===== src/logic/nmea_pkg.sv =====
// shared bus, receiver and record types; paddr is 5 bits so only offsets below 0x20 decode
package nmea_pkg;

  localparam int stamp_width = 24;  // width of the free running xclk stamp

  // apb request from the host side
  typedef struct packed {
    logic        psel;
    logic        penable;
    logic        pwrite;
    logic [4:0]  paddr;     // byte offset, see reg_addr_e
    logic [31:0] pwdata;
  } apb_req_t;

  // apb response, no wait states and no slave errors
  typedef struct packed {
    logic [31:0] prdata;
    logic        pready;
    logic        pslverr;
  } apb_rsp_t;

  // bit level events from the serial receiver
  typedef struct packed {
    logic bit_val;    // last sampled data bit
    logic bit_stb;    // one cycle per data bit
    logic start;      // start edge seen
    logic ts_stb;     // first start after a full idle slot
    logic frame_err;  // stop bit read low
    logic pause;      // line idle for a whole character slot
  } rcv_bits_t;

  // character fifo record
  typedef struct packed {
    logic       sof;   // first char of a sentence
    logic [7:0] data;
  } char_rec_t;

  // timestamp fifo record
  typedef struct packed {
    logic [stamp_width-1:0] stamp;  // xclk count at the sentence start
  } ts_rec_t;

  typedef enum logic [4:0] {
    ctrl_addr   = 5'h00,  // enable, resync
    half_addr   = 5'h04,  // half bit period in xclk cycles
    status_addr = 5'h08,  // fifo flags and frame error count
    char_addr   = 5'h0C,  // pops one char record
    ts_addr     = 5'h10   // pops one timestamp record
  } reg_addr_e;

endpackage


===== src/logic/serial_bit_rcv.sv =====
// 8N1 lsb first only; half_period must be at least 2 and is read live, so change it under resync
`timescale 1ns/1ps

module serial_bit_rcv import nmea_pkg::*; (
  input  logic        xclk,
  input  logic        reset_bit_duration,
  input  logic        ser_rst,       // holds the receiver resynced
  input  logic [15:0] half_period,   // half bit time in xclk cycles
  input  logic        ser_di,        // raw ttl serial line
  output rcv_bits_t   rcv_bits
);

  logic        resync;              // system reset or software resync
  logic [4:0]  di_hist;             // last five raw samples
  logic        filt_di;             // filtered line
  logic        filt_di_d;           // filtered line, one cycle late
  logic [15:0] half_cnt;            // half bit down counter
  logic        half_end;            // last cycle of a half bit
  logic [4:0]  half_idx;            // half slots left in the character
  logic        last_half;           // in the final half slot
  logic        slot_end;
  logic        wait_pause;          // idle slot still running
  logic        wait_start;          // armed for a start edge
  logic        receiving;
  logic        shift_en;            // inside the data bit window
  logic [1:0]  restart;             // delays the pause restart after a frame
  logic        restart_pause;
  logic        start_edge;
  logic        sample_bit;
  logic        stop_low;
  logic        half_period_reload;

  assign resync             = reset_bit_duration || ser_rst;
  assign slot_end           = last_half && half_end;
  assign start_edge         = wait_start && filt_di_d && !filt_di;  // falling edge only when armed
  assign restart_pause      = (restart[1] && !restart[0]) ||
                              (wait_pause && !wait_start && !filt_di);  // low line restarts idle
  assign sample_bit         = shift_en && half_end && !half_idx[0];  // middle of each data bit
  assign stop_low           = receiving && slot_end && !filt_di;
  assign half_period_reload = restart_pause || rcv_bits.start || half_end;

  // a level is accepted only when all five samples agree
  always_ff @(posedge xclk) begin
    if (reset_bit_duration) begin
      di_hist   <= '1;                 // idle line is high
      filt_di   <= 1'b1;
      filt_di_d <= 1'b1;
    end else begin
      di_hist <= {di_hist[3:0], ser_di};
      if (ser_rst || &di_hist) filt_di <= 1'b1;
      else if (~|di_hist)      filt_di <= 1'b0;
      filt_di_d <= filt_di;
    end
  end

  always_ff @(posedge xclk) begin
    if (resync) begin
      half_cnt   <= half_period;
      half_end   <= 1'b0;
      half_idx   <= 5'h13;             // 20 half slots make one idle character
      last_half  <= 1'b0;
      wait_pause <= 1'b0;
      wait_start <= 1'b0;
      receiving  <= 1'b0;
      shift_en   <= 1'b0;
      restart    <= 2'b11;             // release of resync starts the first pause
    end else begin
      if (half_period_reload) half_cnt <= half_period;
      else                    half_cnt <= half_cnt - 16'd1;
      half_end <= (half_cnt == 16'd2) && !half_period_reload;  // high while the count is 1

      if (restart_pause)       half_idx <= 5'h13;
      else if (rcv_bits.start) half_idx <= 5'h12;  // start bit takes two halves
      else if (half_end)       half_idx <= half_idx - 5'd1;
      last_half <= (half_idx == 5'd0) && !half_end;

      restart    <= {restart[0], receiving && slot_end};
      wait_pause <= restart_pause || (receiving && slot_end) ||
                    (wait_pause && !slot_end && !(wait_start && !filt_di));
      wait_start <= ((wait_pause || receiving) && slot_end) || (wait_start && !start_edge);
      receiving  <= rcv_bits.start || (receiving && !slot_end);  // ends mid stop bit

      // window opens in the start bit and closes after bit 7
      if (half_end && (half_idx[3:0] == 4'h2)) shift_en <= receiving && half_idx[4];
      else                                      shift_en <= receiving && shift_en;
    end
  end

  always_ff @(posedge xclk) begin
    if (resync) begin
      rcv_bits <= '0;
    end else begin
      rcv_bits.start     <= start_edge;
      rcv_bits.ts_stb    <= start_edge && !wait_pause;  // back to back chars give no stamp
      if (sample_bit) rcv_bits.bit_val <= filt_di;
      rcv_bits.bit_stb   <= sample_bit;
      rcv_bits.frame_err <= stop_low;
      rcv_bits.pause     <= wait_start && !wait_pause;
    end
  end

endmodule


===== src/logic/char_assembler.sv =====
// expects exactly eight bit strobes per start; a partial byte is dropped at the next start or idle
`timescale 1ns/1ps

module char_assembler import nmea_pkg::*; (
  input  logic      xclk,
  input  logic      reset_bit_duration,
  input  rcv_bits_t rcv_bits,
  output logic      push,   // one cycle per complete character
  output char_rec_t rec
);

  logic [6:0] shreg;     // first seven bits, lsb arrives first
  logic [2:0] bit_cnt;   // data bits taken so far
  logic       sof_pend;  // sentence start seen, first char not pushed yet

  always_ff @(posedge xclk) begin
    if (reset_bit_duration) begin
      bit_cnt  <= '0;
      sof_pend <= 1'b0;
      push     <= 1'b0;
    end else begin
      push <= 1'b0;
      if (rcv_bits.start || rcv_bits.pause) begin
        bit_cnt <= '0;                             // realign on every frame
      end else if (rcv_bits.bit_stb) begin
        bit_cnt <= bit_cnt + 3'd1;                 // wraps to 0 after bit 7
        push    <= (bit_cnt == 3'd7);
      end
      if (rcv_bits.ts_stb)                                   sof_pend <= 1'b1;
      else if (rcv_bits.bit_stb && (bit_cnt == 3'd7))        sof_pend <= 1'b0;
    end
  end

  // record data, loaded with the eighth bit
  always_ff @(posedge xclk) begin
    if (rcv_bits.bit_stb) shreg <= {rcv_bits.bit_val, shreg[6:1]};
    if (rcv_bits.bit_stb && (bit_cnt == 3'd7)) begin
      rec.data <= {rcv_bits.bit_val, shreg};       // msb is the last bit on the line
      rec.sof  <= sof_pend;
    end
  end

endmodule


===== src/logic/sync_fifo.sv =====
// fifo_depth must be a power of two, at least 2; pushes into a full fifo are lost
`timescale 1ns/1ps

module sync_fifo #(
  parameter type payload_t  = logic [7:0],
  parameter int  fifo_depth = 16
) (
  input  logic     xclk,
  input  logic     reset_bit_duration,
  input  logic     push,
  input  payload_t wdata,
  input  logic     pop,
  output payload_t rdata,     // head entry, valid while nonempty
  output logic     nonempty,
  output logic     overflow   // sticky until reset
);

  localparam int aw = $clog2(fifo_depth);

  payload_t    mem [fifo_depth];
  logic [aw:0] wr_ptr;        // extra msb tells full from empty
  logic [aw:0] rd_ptr;
  logic        full;
  logic        wr_en;
  logic        rd_en;

  assign full     = (wr_ptr[aw] != rd_ptr[aw]) && (wr_ptr[aw-1:0] == rd_ptr[aw-1:0]);
  assign nonempty = (wr_ptr != rd_ptr);
  assign wr_en    = push && !full;
  assign rd_en    = pop && nonempty;   // pop on empty is ignored
  assign rdata    = mem[rd_ptr[aw-1:0]];

  always_ff @(posedge xclk) begin
    if (wr_en) mem[wr_ptr[aw-1:0]] <= wdata;
  end

  always_ff @(posedge xclk) begin
    if (reset_bit_duration) begin
      wr_ptr   <= '0;
      rd_ptr   <= '0;
      overflow <= 1'b0;
    end else begin
      if (wr_en) wr_ptr <= wr_ptr + 1'b1;
      if (rd_en) rd_ptr <= rd_ptr + 1'b1;
      if (push && full) overflow <= 1'b1;  // dropped record
    end
  end

endmodule


===== src/logic/nmea_apb_ctrl.sv =====
// apb without wait states; read data is only valid in the access phase and a read pops at once
`timescale 1ns/1ps

module nmea_apb_ctrl import nmea_pkg::*; #(
  parameter logic [15:0] default_half_period = 16'd8
) (
  input  logic        xclk,
  input  logic        reset_bit_duration,
  input  apb_req_t    apb_req,
  output apb_rsp_t    apb_rsp,
  output logic        ser_rst,        // receiver resync
  output logic [15:0] half_period,
  input  rcv_bits_t   rcv_bits,
  output logic        ts_push,
  output ts_rec_t     ts_rec,
  input  char_rec_t   char_head,
  input  logic        char_nonempty,
  input  logic        char_overflow,
  output logic        char_pop,
  input  ts_rec_t     ts_head,
  input  logic        ts_nonempty,
  output logic        ts_pop
);

  logic                   enable;
  logic                   resync_q;         // one cycle after a resync write
  logic [stamp_width-1:0] ts_cnt;           // free running xclk count
  logic [7:0]             frame_err_count;  // saturates at 255
  logic                   wr_xfer;
  logic                   rd_xfer;
  reg_addr_e              addr;

  assign addr     = reg_addr_e'(apb_req.paddr);
  assign wr_xfer  = apb_req.psel && apb_req.penable && apb_req.pwrite;
  assign rd_xfer  = apb_req.psel && apb_req.penable && !apb_req.pwrite;
  assign ser_rst  = !enable || resync_q;   // held while disabled
  assign char_pop = rd_xfer && (addr == char_addr) && char_nonempty;
  assign ts_pop   = rd_xfer && (addr == ts_addr) && ts_nonempty;

  // stamp goes in with the strobe itself
  assign ts_push      = rcv_bits.ts_stb;
  assign ts_rec.stamp = ts_cnt;

  always_ff @(posedge xclk) begin
    if (reset_bit_duration) begin
      enable          <= 1'b0;
      resync_q        <= 1'b0;
      half_period     <= default_half_period;
      ts_cnt          <= '0;
      frame_err_count <= '0;
    end else begin
      ts_cnt   <= ts_cnt + 1'b1;
      resync_q <= wr_xfer && (addr == ctrl_addr) && apb_req.pwdata[1];  // write only bit
      if (wr_xfer && (addr == ctrl_addr)) enable      <= apb_req.pwdata[0];
      if (wr_xfer && (addr == half_addr)) half_period <= apb_req.pwdata[15:0];
      if (rcv_bits.frame_err && (frame_err_count != 8'hff)) begin
        frame_err_count <= frame_err_count + 8'd1;
      end
    end
  end

  // read mux, bit 31 flags a popped record
  always_comb begin
    apb_rsp         = '0;
    apb_rsp.pready  = 1'b1;
    apb_rsp.pslverr = 1'b0;
    if (rd_xfer) begin
      case (addr)
        ctrl_addr:   apb_rsp.prdata = {31'b0, enable};   // resync reads as 0
        half_addr:   apb_rsp.prdata = {16'b0, half_period};
        status_addr: apb_rsp.prdata = {16'b0, frame_err_count, 5'b0,
                                       char_overflow, ts_nonempty, char_nonempty};
        char_addr: begin
          if (char_nonempty) apb_rsp.prdata = {1'b1, 22'b0, char_head};
        end
        ts_addr: begin
          if (ts_nonempty) apb_rsp.prdata = {1'b1, 7'b0, ts_head};
        end
        default:     apb_rsp.prdata = '0;              // unmapped offsets read 0
      endcase
    end
  end

endmodule


===== src/logic/nmea_top.sv =====
// single xclk domain; ser_di must be synchronous to xclk or already resynchronized
`timescale 1ns/1ps

module nmea_top import nmea_pkg::*; #(
  parameter logic [15:0] default_half_period = 16'd8,
  parameter int          fifo_depth          = 16    // power of two
) (
  input  logic     xclk,
  input  logic     reset_bit_duration,
  input  logic     ser_di,
  input  apb_req_t apb_req,
  output apb_rsp_t apb_rsp
);

  logic        ser_rst;
  logic [15:0] half_period;
  rcv_bits_t   rcv_bits;
  logic        char_push;
  char_rec_t   char_rec;
  logic        char_pop;
  char_rec_t   char_head;
  logic        char_nonempty;
  logic        char_overflow;
  logic        ts_push;
  ts_rec_t     ts_rec;
  logic        ts_pop;
  ts_rec_t     ts_head;
  logic        ts_nonempty;

  serial_bit_rcv rcv0 (
    .xclk, .reset_bit_duration, .ser_rst, .half_period, .ser_di, .rcv_bits
  );

  char_assembler asm0 (
    .xclk, .reset_bit_duration, .rcv_bits, .push (char_push), .rec (char_rec)
  );

  sync_fifo #(.payload_t (char_rec_t), .fifo_depth (fifo_depth)) char_fifo (
    .xclk, .reset_bit_duration, .push (char_push), .wdata (char_rec), .pop (char_pop),
    .rdata (char_head), .nonempty (char_nonempty), .overflow (char_overflow)
  );

  sync_fifo #(.payload_t (ts_rec_t), .fifo_depth (fifo_depth)) ts_fifo (
    .xclk, .reset_bit_duration, .push (ts_push), .wdata (ts_rec), .pop (ts_pop),
    .rdata (ts_head), .nonempty (ts_nonempty), .overflow ()  // ts loss not reported
  );

  nmea_apb_ctrl #(.default_half_period (default_half_period)) ctrl0 (
    .xclk, .reset_bit_duration, .apb_req, .apb_rsp, .ser_rst, .half_period, .rcv_bits,
    .ts_push, .ts_rec, .char_head, .char_nonempty, .char_overflow, .char_pop,
    .ts_head, .ts_nonempty, .ts_pop
  );

endmodule


===== config.mk =====
export PLATFORM = sky130hd
export DESIGN_NAME = nmea_top
export DESIGN_NICKNAME = d
export VERILOG_FILES = /design/src/logic/nmea_pkg.sv /design/src/logic/serial_bit_rcv.sv /design/src/logic/char_assembler.sv /design/src/logic/sync_fifo.sv /design/src/logic/nmea_apb_ctrl.sv /design/src/logic/nmea_top.sv
export SDC_FILE = /design/constraint.sdc
export NUM_CORES = 1
export LEC_CHECK = 0
export BUFFER_PORTS_ARGS = -buffer_cell sky130_fd_sc_hd__buf_2
export CAP_MARGIN = 5
export CORE_MARGIN = 5
export CORE_UTILIZATION = 49
export CTS_CLUSTER_DIAMETER = 100
export CTS_CLUSTER_SIZE = 30
export DETAILED_ROUTE_END_ITERATION = 10
export PLACE_DENSITY = 0.65
export RECOVER_POWER = 25
export SLEW_MARGIN = 20
export SYNTH_ARGS = -nofsm -noshare
export SYNTH_HDL_FRONTEND = slang
export SYNTH_HIERARCHICAL = 1
export SYNTH_SLANG_ARGS = --single-unit

===== constraint.sdc =====
create_clock -name xclk -period 3.7 [get_ports xclk]
set_input_delay 0.74 -clock xclk [delete_from_list [all_inputs] [get_ports xclk]]
set_output_delay 0.74 -clock xclk [all_outputs]
set_load 0.005 [all_outputs]

Yosys cells after proc, flatten, opt, wreduce, memory -nomap -nowiden
Memories as Yosys holds them, arrays and structs flattened. A register that Yosys moved wholly into a read port is not among the register bits.
Cells that the tools add are included.
W data, S select, Z words.
{"block": "op_classes", "add_sub_neg": 9, "mul": 0, "div": 0, "magnitude_cmp": 0, "eq_ne": 14, "shifts": 0, "muxes": 19, "bitwise": 1, "reduce_logical": 79}
{"op": "$pmux W32 S5", "n": 1}
{"op": "$mux W32", "n": 3}
{"op": "$logic_and A1 B1 Y1", "n": 42}
{"op": "$mux W16", "n": 2}
{"op": "$add A24 B1 Y24 const B", "n": 1}
{"op": "$add A5 B1 Y5 const B", "n": 4}
{"op": "$eq A16 B2 Y1 const B", "n": 1}
{"op": "$mux W4", "n": 4}
{"op": "$sub A16 B1 Y16 const B", "n": 1}
{"op": "$logic_not A1 Y1", "n": 14}
{"op": "$logic_or A1 B1 Y1", "n": 12}
{"op": "$eq A5 B4 Y1 const B", "n": 2}
{"op": "$logic_not A5 Y1", "n": 2}
{"op": "$ne A5 B5 Y1", "n": 2}
{"op": "$mux W1", "n": 9}
{"op": "$add A8 B1 Y8 const B", "n": 1}
{"op": "$eq A4 B4 Y1", "n": 2}
{"op": "$ne A8 B8 Y1 const B", "n": 1}
{"op": "$reduce_or A2 Y1", "n": 3}
{"op": "$reduce_or A3 Y1", "n": 2}
{"op": "$eq A5 B3 Y1 const B", "n": 1}
{"op": "$eq A5 B5 Y1 const B", "n": 1}
{"op": "$reduce_and A5 Y1", "n": 1}
{"op": "$reduce_or A5 Y1", "n": 1}
{"op": "7 further kinds", "n": 9}
{"block": "totals", "register_bits": 134, "latch_bits": 0, "ramBits": 528, "romBits": 0, "inputBits": 43, "mem_count": 2}
{"name": "ts_fifo.mem", "depth": 16, "word_bits": 24, "read_ports": 1, "rd_ports_with_merged_regs": 1, "wr": 1, "line": "sync_fifo.sv:20", "source": "payload_t mem [fifo_depth];"}
{"name": "char_fifo.mem", "depth": 16, "word_bits": 9, "read_ports": 1, "rd_ports_with_merged_regs": 1, "wr": 1, "line": "sync_fifo.sv:20"}

Logic depth before layout (Yosys ltp)
Gate-level depths: netlist of the first run.
{"block": "depth", "depth_word": 8, "ltp_mapped": 12, "mapped_depth_nobuf": 9}

By module
Netlist of the first run, hierarchy kept.
{"module": "sync_fifo (ts_fifo)", "n_inst": 1, "cells_each": 641, "area_each_um2": 15357.2, "seq_area_each_um2": 11831.3}
{"module": "sync_fifo (char_fifo)", "n_inst": 1, "cells_each": 307, "area_each_um2": 6471.2, "seq_area_each_um2": 4624.4}
{"module": "nmea_apb_ctrl", "n_inst": 1, "cells_each": 330, "area_each_um2": 2682.6, "seq_area_each_um2": 1001.0}
{"module": "serial_bit_rcv", "n_inst": 1, "cells_each": 194, "area_each_um2": 1790.5, "seq_area_each_um2": 840.8}
{"module": "char_assembler", "n_inst": 1, "cells_each": 36, "area_each_um2": 684.4, "seq_area_each_um2": 580.6}

Worst setup path before layout of the first run
No wires, ideal clock.
{"block": "synth_timing", "kind": "flip-flop to output port", "start": "register (tool-made name)", "end": "output port apb_rsp[17] (netlist name)", "t_arrival_ns": 2.057, "required_ns": 2.960, "setup_slack_ns": 0.903, "path_stages_with_launch": 8, "path_buffers": 3, "cell_sequence": "dfxtp_1 -> buf_6 -> buf_8 -> buf_6 -> mux4_2 -> mux4_2 -> a222oi_1 -> nor2_1"}
{"item": "end: declaration", "line": "nmea_top.sv:12", "source": "output apb_rsp_t apb_rsp"}

==> results.cfg, run 1 <==
[place]
portBuffers = 51
dpl.hpwl_um = 33700
gp_congestion = 0.794
post-place-cells = 2219

[setup_path]
critical_path_peak_fanout = 9
crit_path_start_kind = flip-flop
timing_worst_setup_path_type = flip-flop to output port
timing.critical_path.to_type = output port
required_time_reported_for_the_critical_path_endpoint_ns = 2.96
cp_data_arrival_time_ns = 3.04

[clocking]
cts.hold.buffers_added = 0
cts_made_buffers = 26
clock-sinks = 670
clk-insertion-delay-late_ns = 0.62
clk_transition_reported_paths_ns = 0.11
tritoncts = done
clock-root-buffer = clkbuf_16
ctsLongestPathBuffers = 3
cts-htree-levels = 1

[grt]
grt-ovfl-total = 0
globalRouteTotalUtil = 0.185
antenna_found_initial = 1
first_global_vias = 13500
maximum_number_of_pins_on_one_net_before_global_route_repair = 63
global_route_wire_length_before_repair_um = 85000

[sta]
fin_crit_sh = 1.02
timing.max_slew.rel_slack = 0.373
finalWorstSetupSlack_ns = -0.0758
period_minus_slack_ns = 3.78
slew_violations = 0
finalSetupViolCount = 8
fin_tns_setup_ns = -0.302
fin_worst_skew_ns = 0.0396
final-hold-violation-count = 0
unrepaired_setup_endpoints_after_global_routing = yes
fmax_mhz = 265
tightest_slew_ns = 0.940

[synth]
synthesis.instances = 1505
mean_post_synth_cell_area_um2 = 17.9
netlist_area_um2 = 27000
synth_warnings = 6

[final_layout]
areaGrowthSynthToFinish_pct = 8.61
post_layout_nonfiller_instances = 2305
layout.cells.most_common = edfxtp_1
layout.cells.most_common_list = edfxtp_1, mux4_2, dfxtp_1, nor2_1, buf_2
antennaDiodeCount = 0
final_nets = 1643
post_route_cells_drive_above_1_share = 0.237

[power]
pwr-share-clk = 0.299
combinationalPowerShare = 0.024
seq_power_share = 0.678
leakagePower_nw = 9.24
pwr_density_cell_nw_per_um2 = 407
internal-power_w = 0.00953
p_sw_frac = 0.201
max-vdd-ir-drop_uv = 336
switching_power_w = 0.00239

[route]
detailed_routing_iterations_pass_1 = 5
drt-wirelength-per-cell_um = 24.5
ant_nets = 0
routed_wl_um = 56500
drc = 0
avgViaCountPerCell = 5.93
drt_iter0_markers = 1210
detailroute.via_count = 13700

[floorplanning]
design.portCount = 77
fp.dieW_um = 245
core_area_um2 = 54800
die_area_um2 = 59800
die_y_um = 245
rows = 86
initial_standard_cell_utilization_of_the_core = 0.492

[outcome]
outcome = finished with violations
failed_checks = setup timing

[run]
maxCapViolations = 0

[hold_path]
worst_hold_class = primary input to flip-flop
## worst paths after layout
kind / start / endpoint / slack, ns / cells after the start
setup / recovery: flip-flop / apb_rsp[3] / -0.08 / 9
hold / removal: ser_di / rcv0/di_hist[0] / 0.30 / 2
setup reg to reg: char_fifo/wr_ptr[3] / flip-flop / 0.94 / 8
hold reg to reg: asm0/shreg[0] / asm0/rec[0] / 0.44 / 0
## registers in the layout, indices dropped and copies added (netlist names), 2 cells and up, named ones only
signal                 count
asm0/shreg                 7
ts_fifo/mem              384
ctrl0/frame_err_count      8
ts_fifo/wr_ptr             5
asm0/bit_cnt               3
rcv0/restart               2
rcv0/rcv_bits              6
char_fifo/wr_ptr           5
char_fifo/mem            144
ctrl0/ts_rec              24
asm0/rec                   9
char_fifo/rd_ptr           5
rcv0/half_cnt             16
ctrl0/half_period         16
rcv0/half_idx              5
rcv0/di_hist               5
ts_fifo/rd_ptr             5
## worst max-delay path: stages, from the launching register on
cell and delay [ns]:
dfxtp_4 0.48, buf_16 0.17, buf_12 0.11, mux4_2 0.53, mux4_2 0.55, nand3_2 0.11, o21ai_1 0.07, a22oi_1 0.15
a21oi_1 0.11, buf_2 0.15
## what timing repair did
action,in CTS,in global routing
endpoints found under the setup margin,23,19
gates resized for setup,35,34
endpoints found under the hold margin,0,0
setup buffers,12,20
pin swaps,13,11
gates cloned,4,4
## through the flow
step           worst slack, ns  power (W)  utilization  area [µm²]  hold WS [ns]
4_1_cts                -0.0686     0.0120        0.528       28900         0.262
3_3_place_gp             0.351    0.00852        0.511       28000         0.408
2_1_floorplan            0.903    0.00842            -       27000         0.400
3_5_place_dp             0.364    0.00853        0.511       28000         0.405
5_1_grt                 -0.150     0.0123        0.535       29300         0.281
6_report               -0.0758     0.0119        0.535       29300         0.299
## metal layers
metal / vias to the layer above / global-route usage / part of all wire
met1: 7127 / 0.261 / 0.42
li1: 6116 / - / -
met5: - / 0 / 0
met2: 361 / 0.312 / 0.50
met3: 73 / 0.0243 / 0.049
met4: 0 / 0.0483 / 0.030
## power groups by stage
| stage | clock network [W] | logic [W] | registers (W) |
|---|---|---|---|
| after floorplan | 0 | 0.000191 | 0.00823 |
| after global placement | 0 | 0.000270 | 0.00825 |
| after detailed placement | 0 | 0.000275 | 0.00825 |
| after CTS | 0.00366 | 0.000279 | 0.00808 |
| after global routing | 0.00393 | 0.000300 | 0.00808 |
| final | 0.00356 | 0.000281 | 0.00808 |
## area by class of cell
cell class | instances | area (µm²)
multi-input cells | 720 | 7490
clock buffers | 45 | 722
flip-flops and latches | 670 | 18900
clock inverters | 3 | 41.3
inverters | 36 | 135
fillers | 4250 | 25500
repair buffers | 127 | 1140
well taps | 704 | 881
Note: power is estimated with default switching activity, not from simulation.
==> inputs of run 2 (changes only) <==
--- a/config.mk
+++ b/config.mk
@@ -8,11 +8,11 @@
 export BUFFER_PORTS_ARGS = -buffer_cell sky130_fd_sc_hd__buf_2
 export CAP_MARGIN = 5
 export CORE_MARGIN = 5
-export CORE_UTILIZATION = 49
+export CORE_UTILIZATION = 62
 export CTS_CLUSTER_DIAMETER = 100
 export CTS_CLUSTER_SIZE = 30
 export DETAILED_ROUTE_END_ITERATION = 10
-export PLACE_DENSITY = 0.65
+export PLACE_DENSITY = 0.79
 export RECOVER_POWER = 25
 export SLEW_MARGIN = 20
 export SYNTH_ARGS = -nofsm -noshare
==> results.cfg, run 2 (synthesized netlist as in run 1, its figures left out) <==
[clocking]
clk-insertion-delay-late_ns = 0.59
cts.hold.buffers_added = 0
clk_transition_reported_paths_ns = 0.11
tritoncts = done
cts_made_buffers = 26
clock-root-buffer = clkbuf_16
clock-sinks = 670
ctsLongestPathBuffers = 3
cts-htree-levels = 1

[sta]
fin_worst_skew_ns = 0.0216
fin_crit_sh = 0.999
slew_violations = 42
period_minus_slack_ns = 3.70
fmax_mhz = 270
finalWorstSetupSlack_ns = 0.00230
final-hold-violation-count = 0
tightest_slew_ns = 1.91
finalSetupViolCount = 0
unrepaired_setup_endpoints_after_global_routing = yes
timing.max_slew.rel_slack = -0.271

[grt]
antenna_found_initial = 0
first_global_vias = 14000
globalRouteTotalUtil = 0.235
grt-ovfl-total = 0
maximum_number_of_pins_on_one_net_before_global_route_repair = 64
global_route_wire_length_before_repair_um = 84500

[hold_path]
worst_hold_class = primary input to flip-flop
hold_path_origin = ser_di
min_delay_worst_endpoint = rcv0/di_hist[0]
hold_depth = 2

[route]
routed_wl_um = 55900
detailed_routing_iterations_pass_1 = 6
avgViaCountPerCell = 6.47
detailroute.via_count = 14100
drt_iter0_markers = 1780
drt-wirelength-per-cell_um = 25.7
ant_nets = 0
drc = 0

[floorplanning]
fp.dieW_um = 219
initial_standard_cell_utilization_of_the_core = 0.626
rows = 76
die_y_um = 219
core_area_um2 = 43100
die_area_um2 = 47700
design.portCount = 77

[run]
maxCapViolations = 1

[outcome]
failed_checks = capacitance limit, slew limit
outcome = finished with violations

[place]
gp_congestion = 0.849
portBuffers = 51
worst_slack_at_placement_ns = 0.404
dpl.hpwl_um = 33400

[power]
max-vdd-ir-drop_uv = 519
pwr_density_cell_nw_per_um2 = 413
leakagePower_nw = 9.18
total_power_w = 0.0120

[final_layout]
layout.cells.most_common = edfxtp_1
antennaDiodeCount = 0
areaGrowthSynthToFinish_pct = 7.55
layout.cells.most_common_list = edfxtp_1, mux4_2, dfxtp_1, nor2_1, buf_2
post_route_cells_drive_above_1_share = 0.229
final_nets = 1630
largest_reg_flops = 384

[setup_path]
rrSetupSlack_ns = 0.98
regToRegStartpoint = ts_fifo/wr_ptr[2]
required_time_reported_for_the_critical_path_endpoint_ns = 2.96
timing.critical_path.to_type = output port
crit_path_start_kind = flip-flop
cp_data_arrival_time_ns = 2.96
critical_path_peak_fanout = 12
r2r_cells = 11
timing_worst_setup_path_type = flip-flop to output port
==> run 2: changes by cell type in the layout (fill, tap and decap cells not counted), sizes merged <==
cell	change
clkbuf	-1
buf	-11
bufinv	+1
clkinv	-2
==> run 2: layout make-up <==
| class | instances | area [µm²] |
|---|---|---|
| Tap cell | 585 | 732 |
| Clock buffer | 46 | 747 |
| Sequential cell | 670 | 18900 |
| Clock inverter | 2 | 46.3 |
| Timing Repair Buffer | 114 | 973 |
| Multi-Input combinational cell | 720 | 7490 |
| Inverter | 36 | 135 |
| Fill cell | 2721 | 14100 |
==> run 2: what timing repair did <==
action                     CTS  global route
hold endpoints to repair     0             0
buffers inserted            11             2
pin swaps                    8            13
cloned                       3             2
setup endpoints to repair   16            18
resized for setup           32            36
==> run 2: how the worst max path moves through the flow <==
stage,slack [ns],end,startpoint,cells after the start
after floorplan,0.90,apb_rsp[17],flip-flop,7
after global placement,0.42,apb_rsp[2],apb_req[37],5
after detailed placement,0.40,apb_rsp[2],apb_req[37],5
after CTS,-0.05,apb_rsp[10],flip-flop,9
after global routing,-0.07,apb_rsp[17],flip-flop,7
final,0.002,apb_rsp[12],flip-flop,7
==> run 2: critical path: stages (launching register included) <==
cell and delay [ns]:
dfxtp_4 0.38, buf_12 0.12, buf_12 0.15, mux4_2 0.50
mux4_2 0.57, a222oi_1 0.39, nor2_1 0.09, buf_2 0.15
==> run 2: metal layers <==
layer	vias up	GRT usage	part of all wire
li1	6083	-	-
met1	7170	0.351	0.40
met2	710	0.362	0.47
met3	106	0.0388	0.092
met4	0	0.0777	0.037
met5	-	0	0
==> run 2: metrics by stage <==
stage / hold WS (ns) / setup TNS (ns) / util / instances / area [µm²]
global placement: 0.403 / 0 / 0.648 / 2108 / 27900
global route: 0.321 / -0.558 / 0.673 / 2173 / 29000
floorplan: 0.400 / 0 / - / 1512 / 27000
CTS: 0.320 / -0.164 / 0.671 / 2170 / 28900
detailed placement: 0.417 / 0 / 0.648 / 2108 / 27900
finish: 0.346 / 0 / 0.673 / 2173 / 29000
==> run 2: power by group <==
group	total [W]	internal (W)	leakage, nW	switching, W
clock	0.00360	0.00148	0.377	0.00212
sequential	0.00809	0.00805	6.01	0.0000412
combinational	0.000281	0.000118	2.79	0.000163
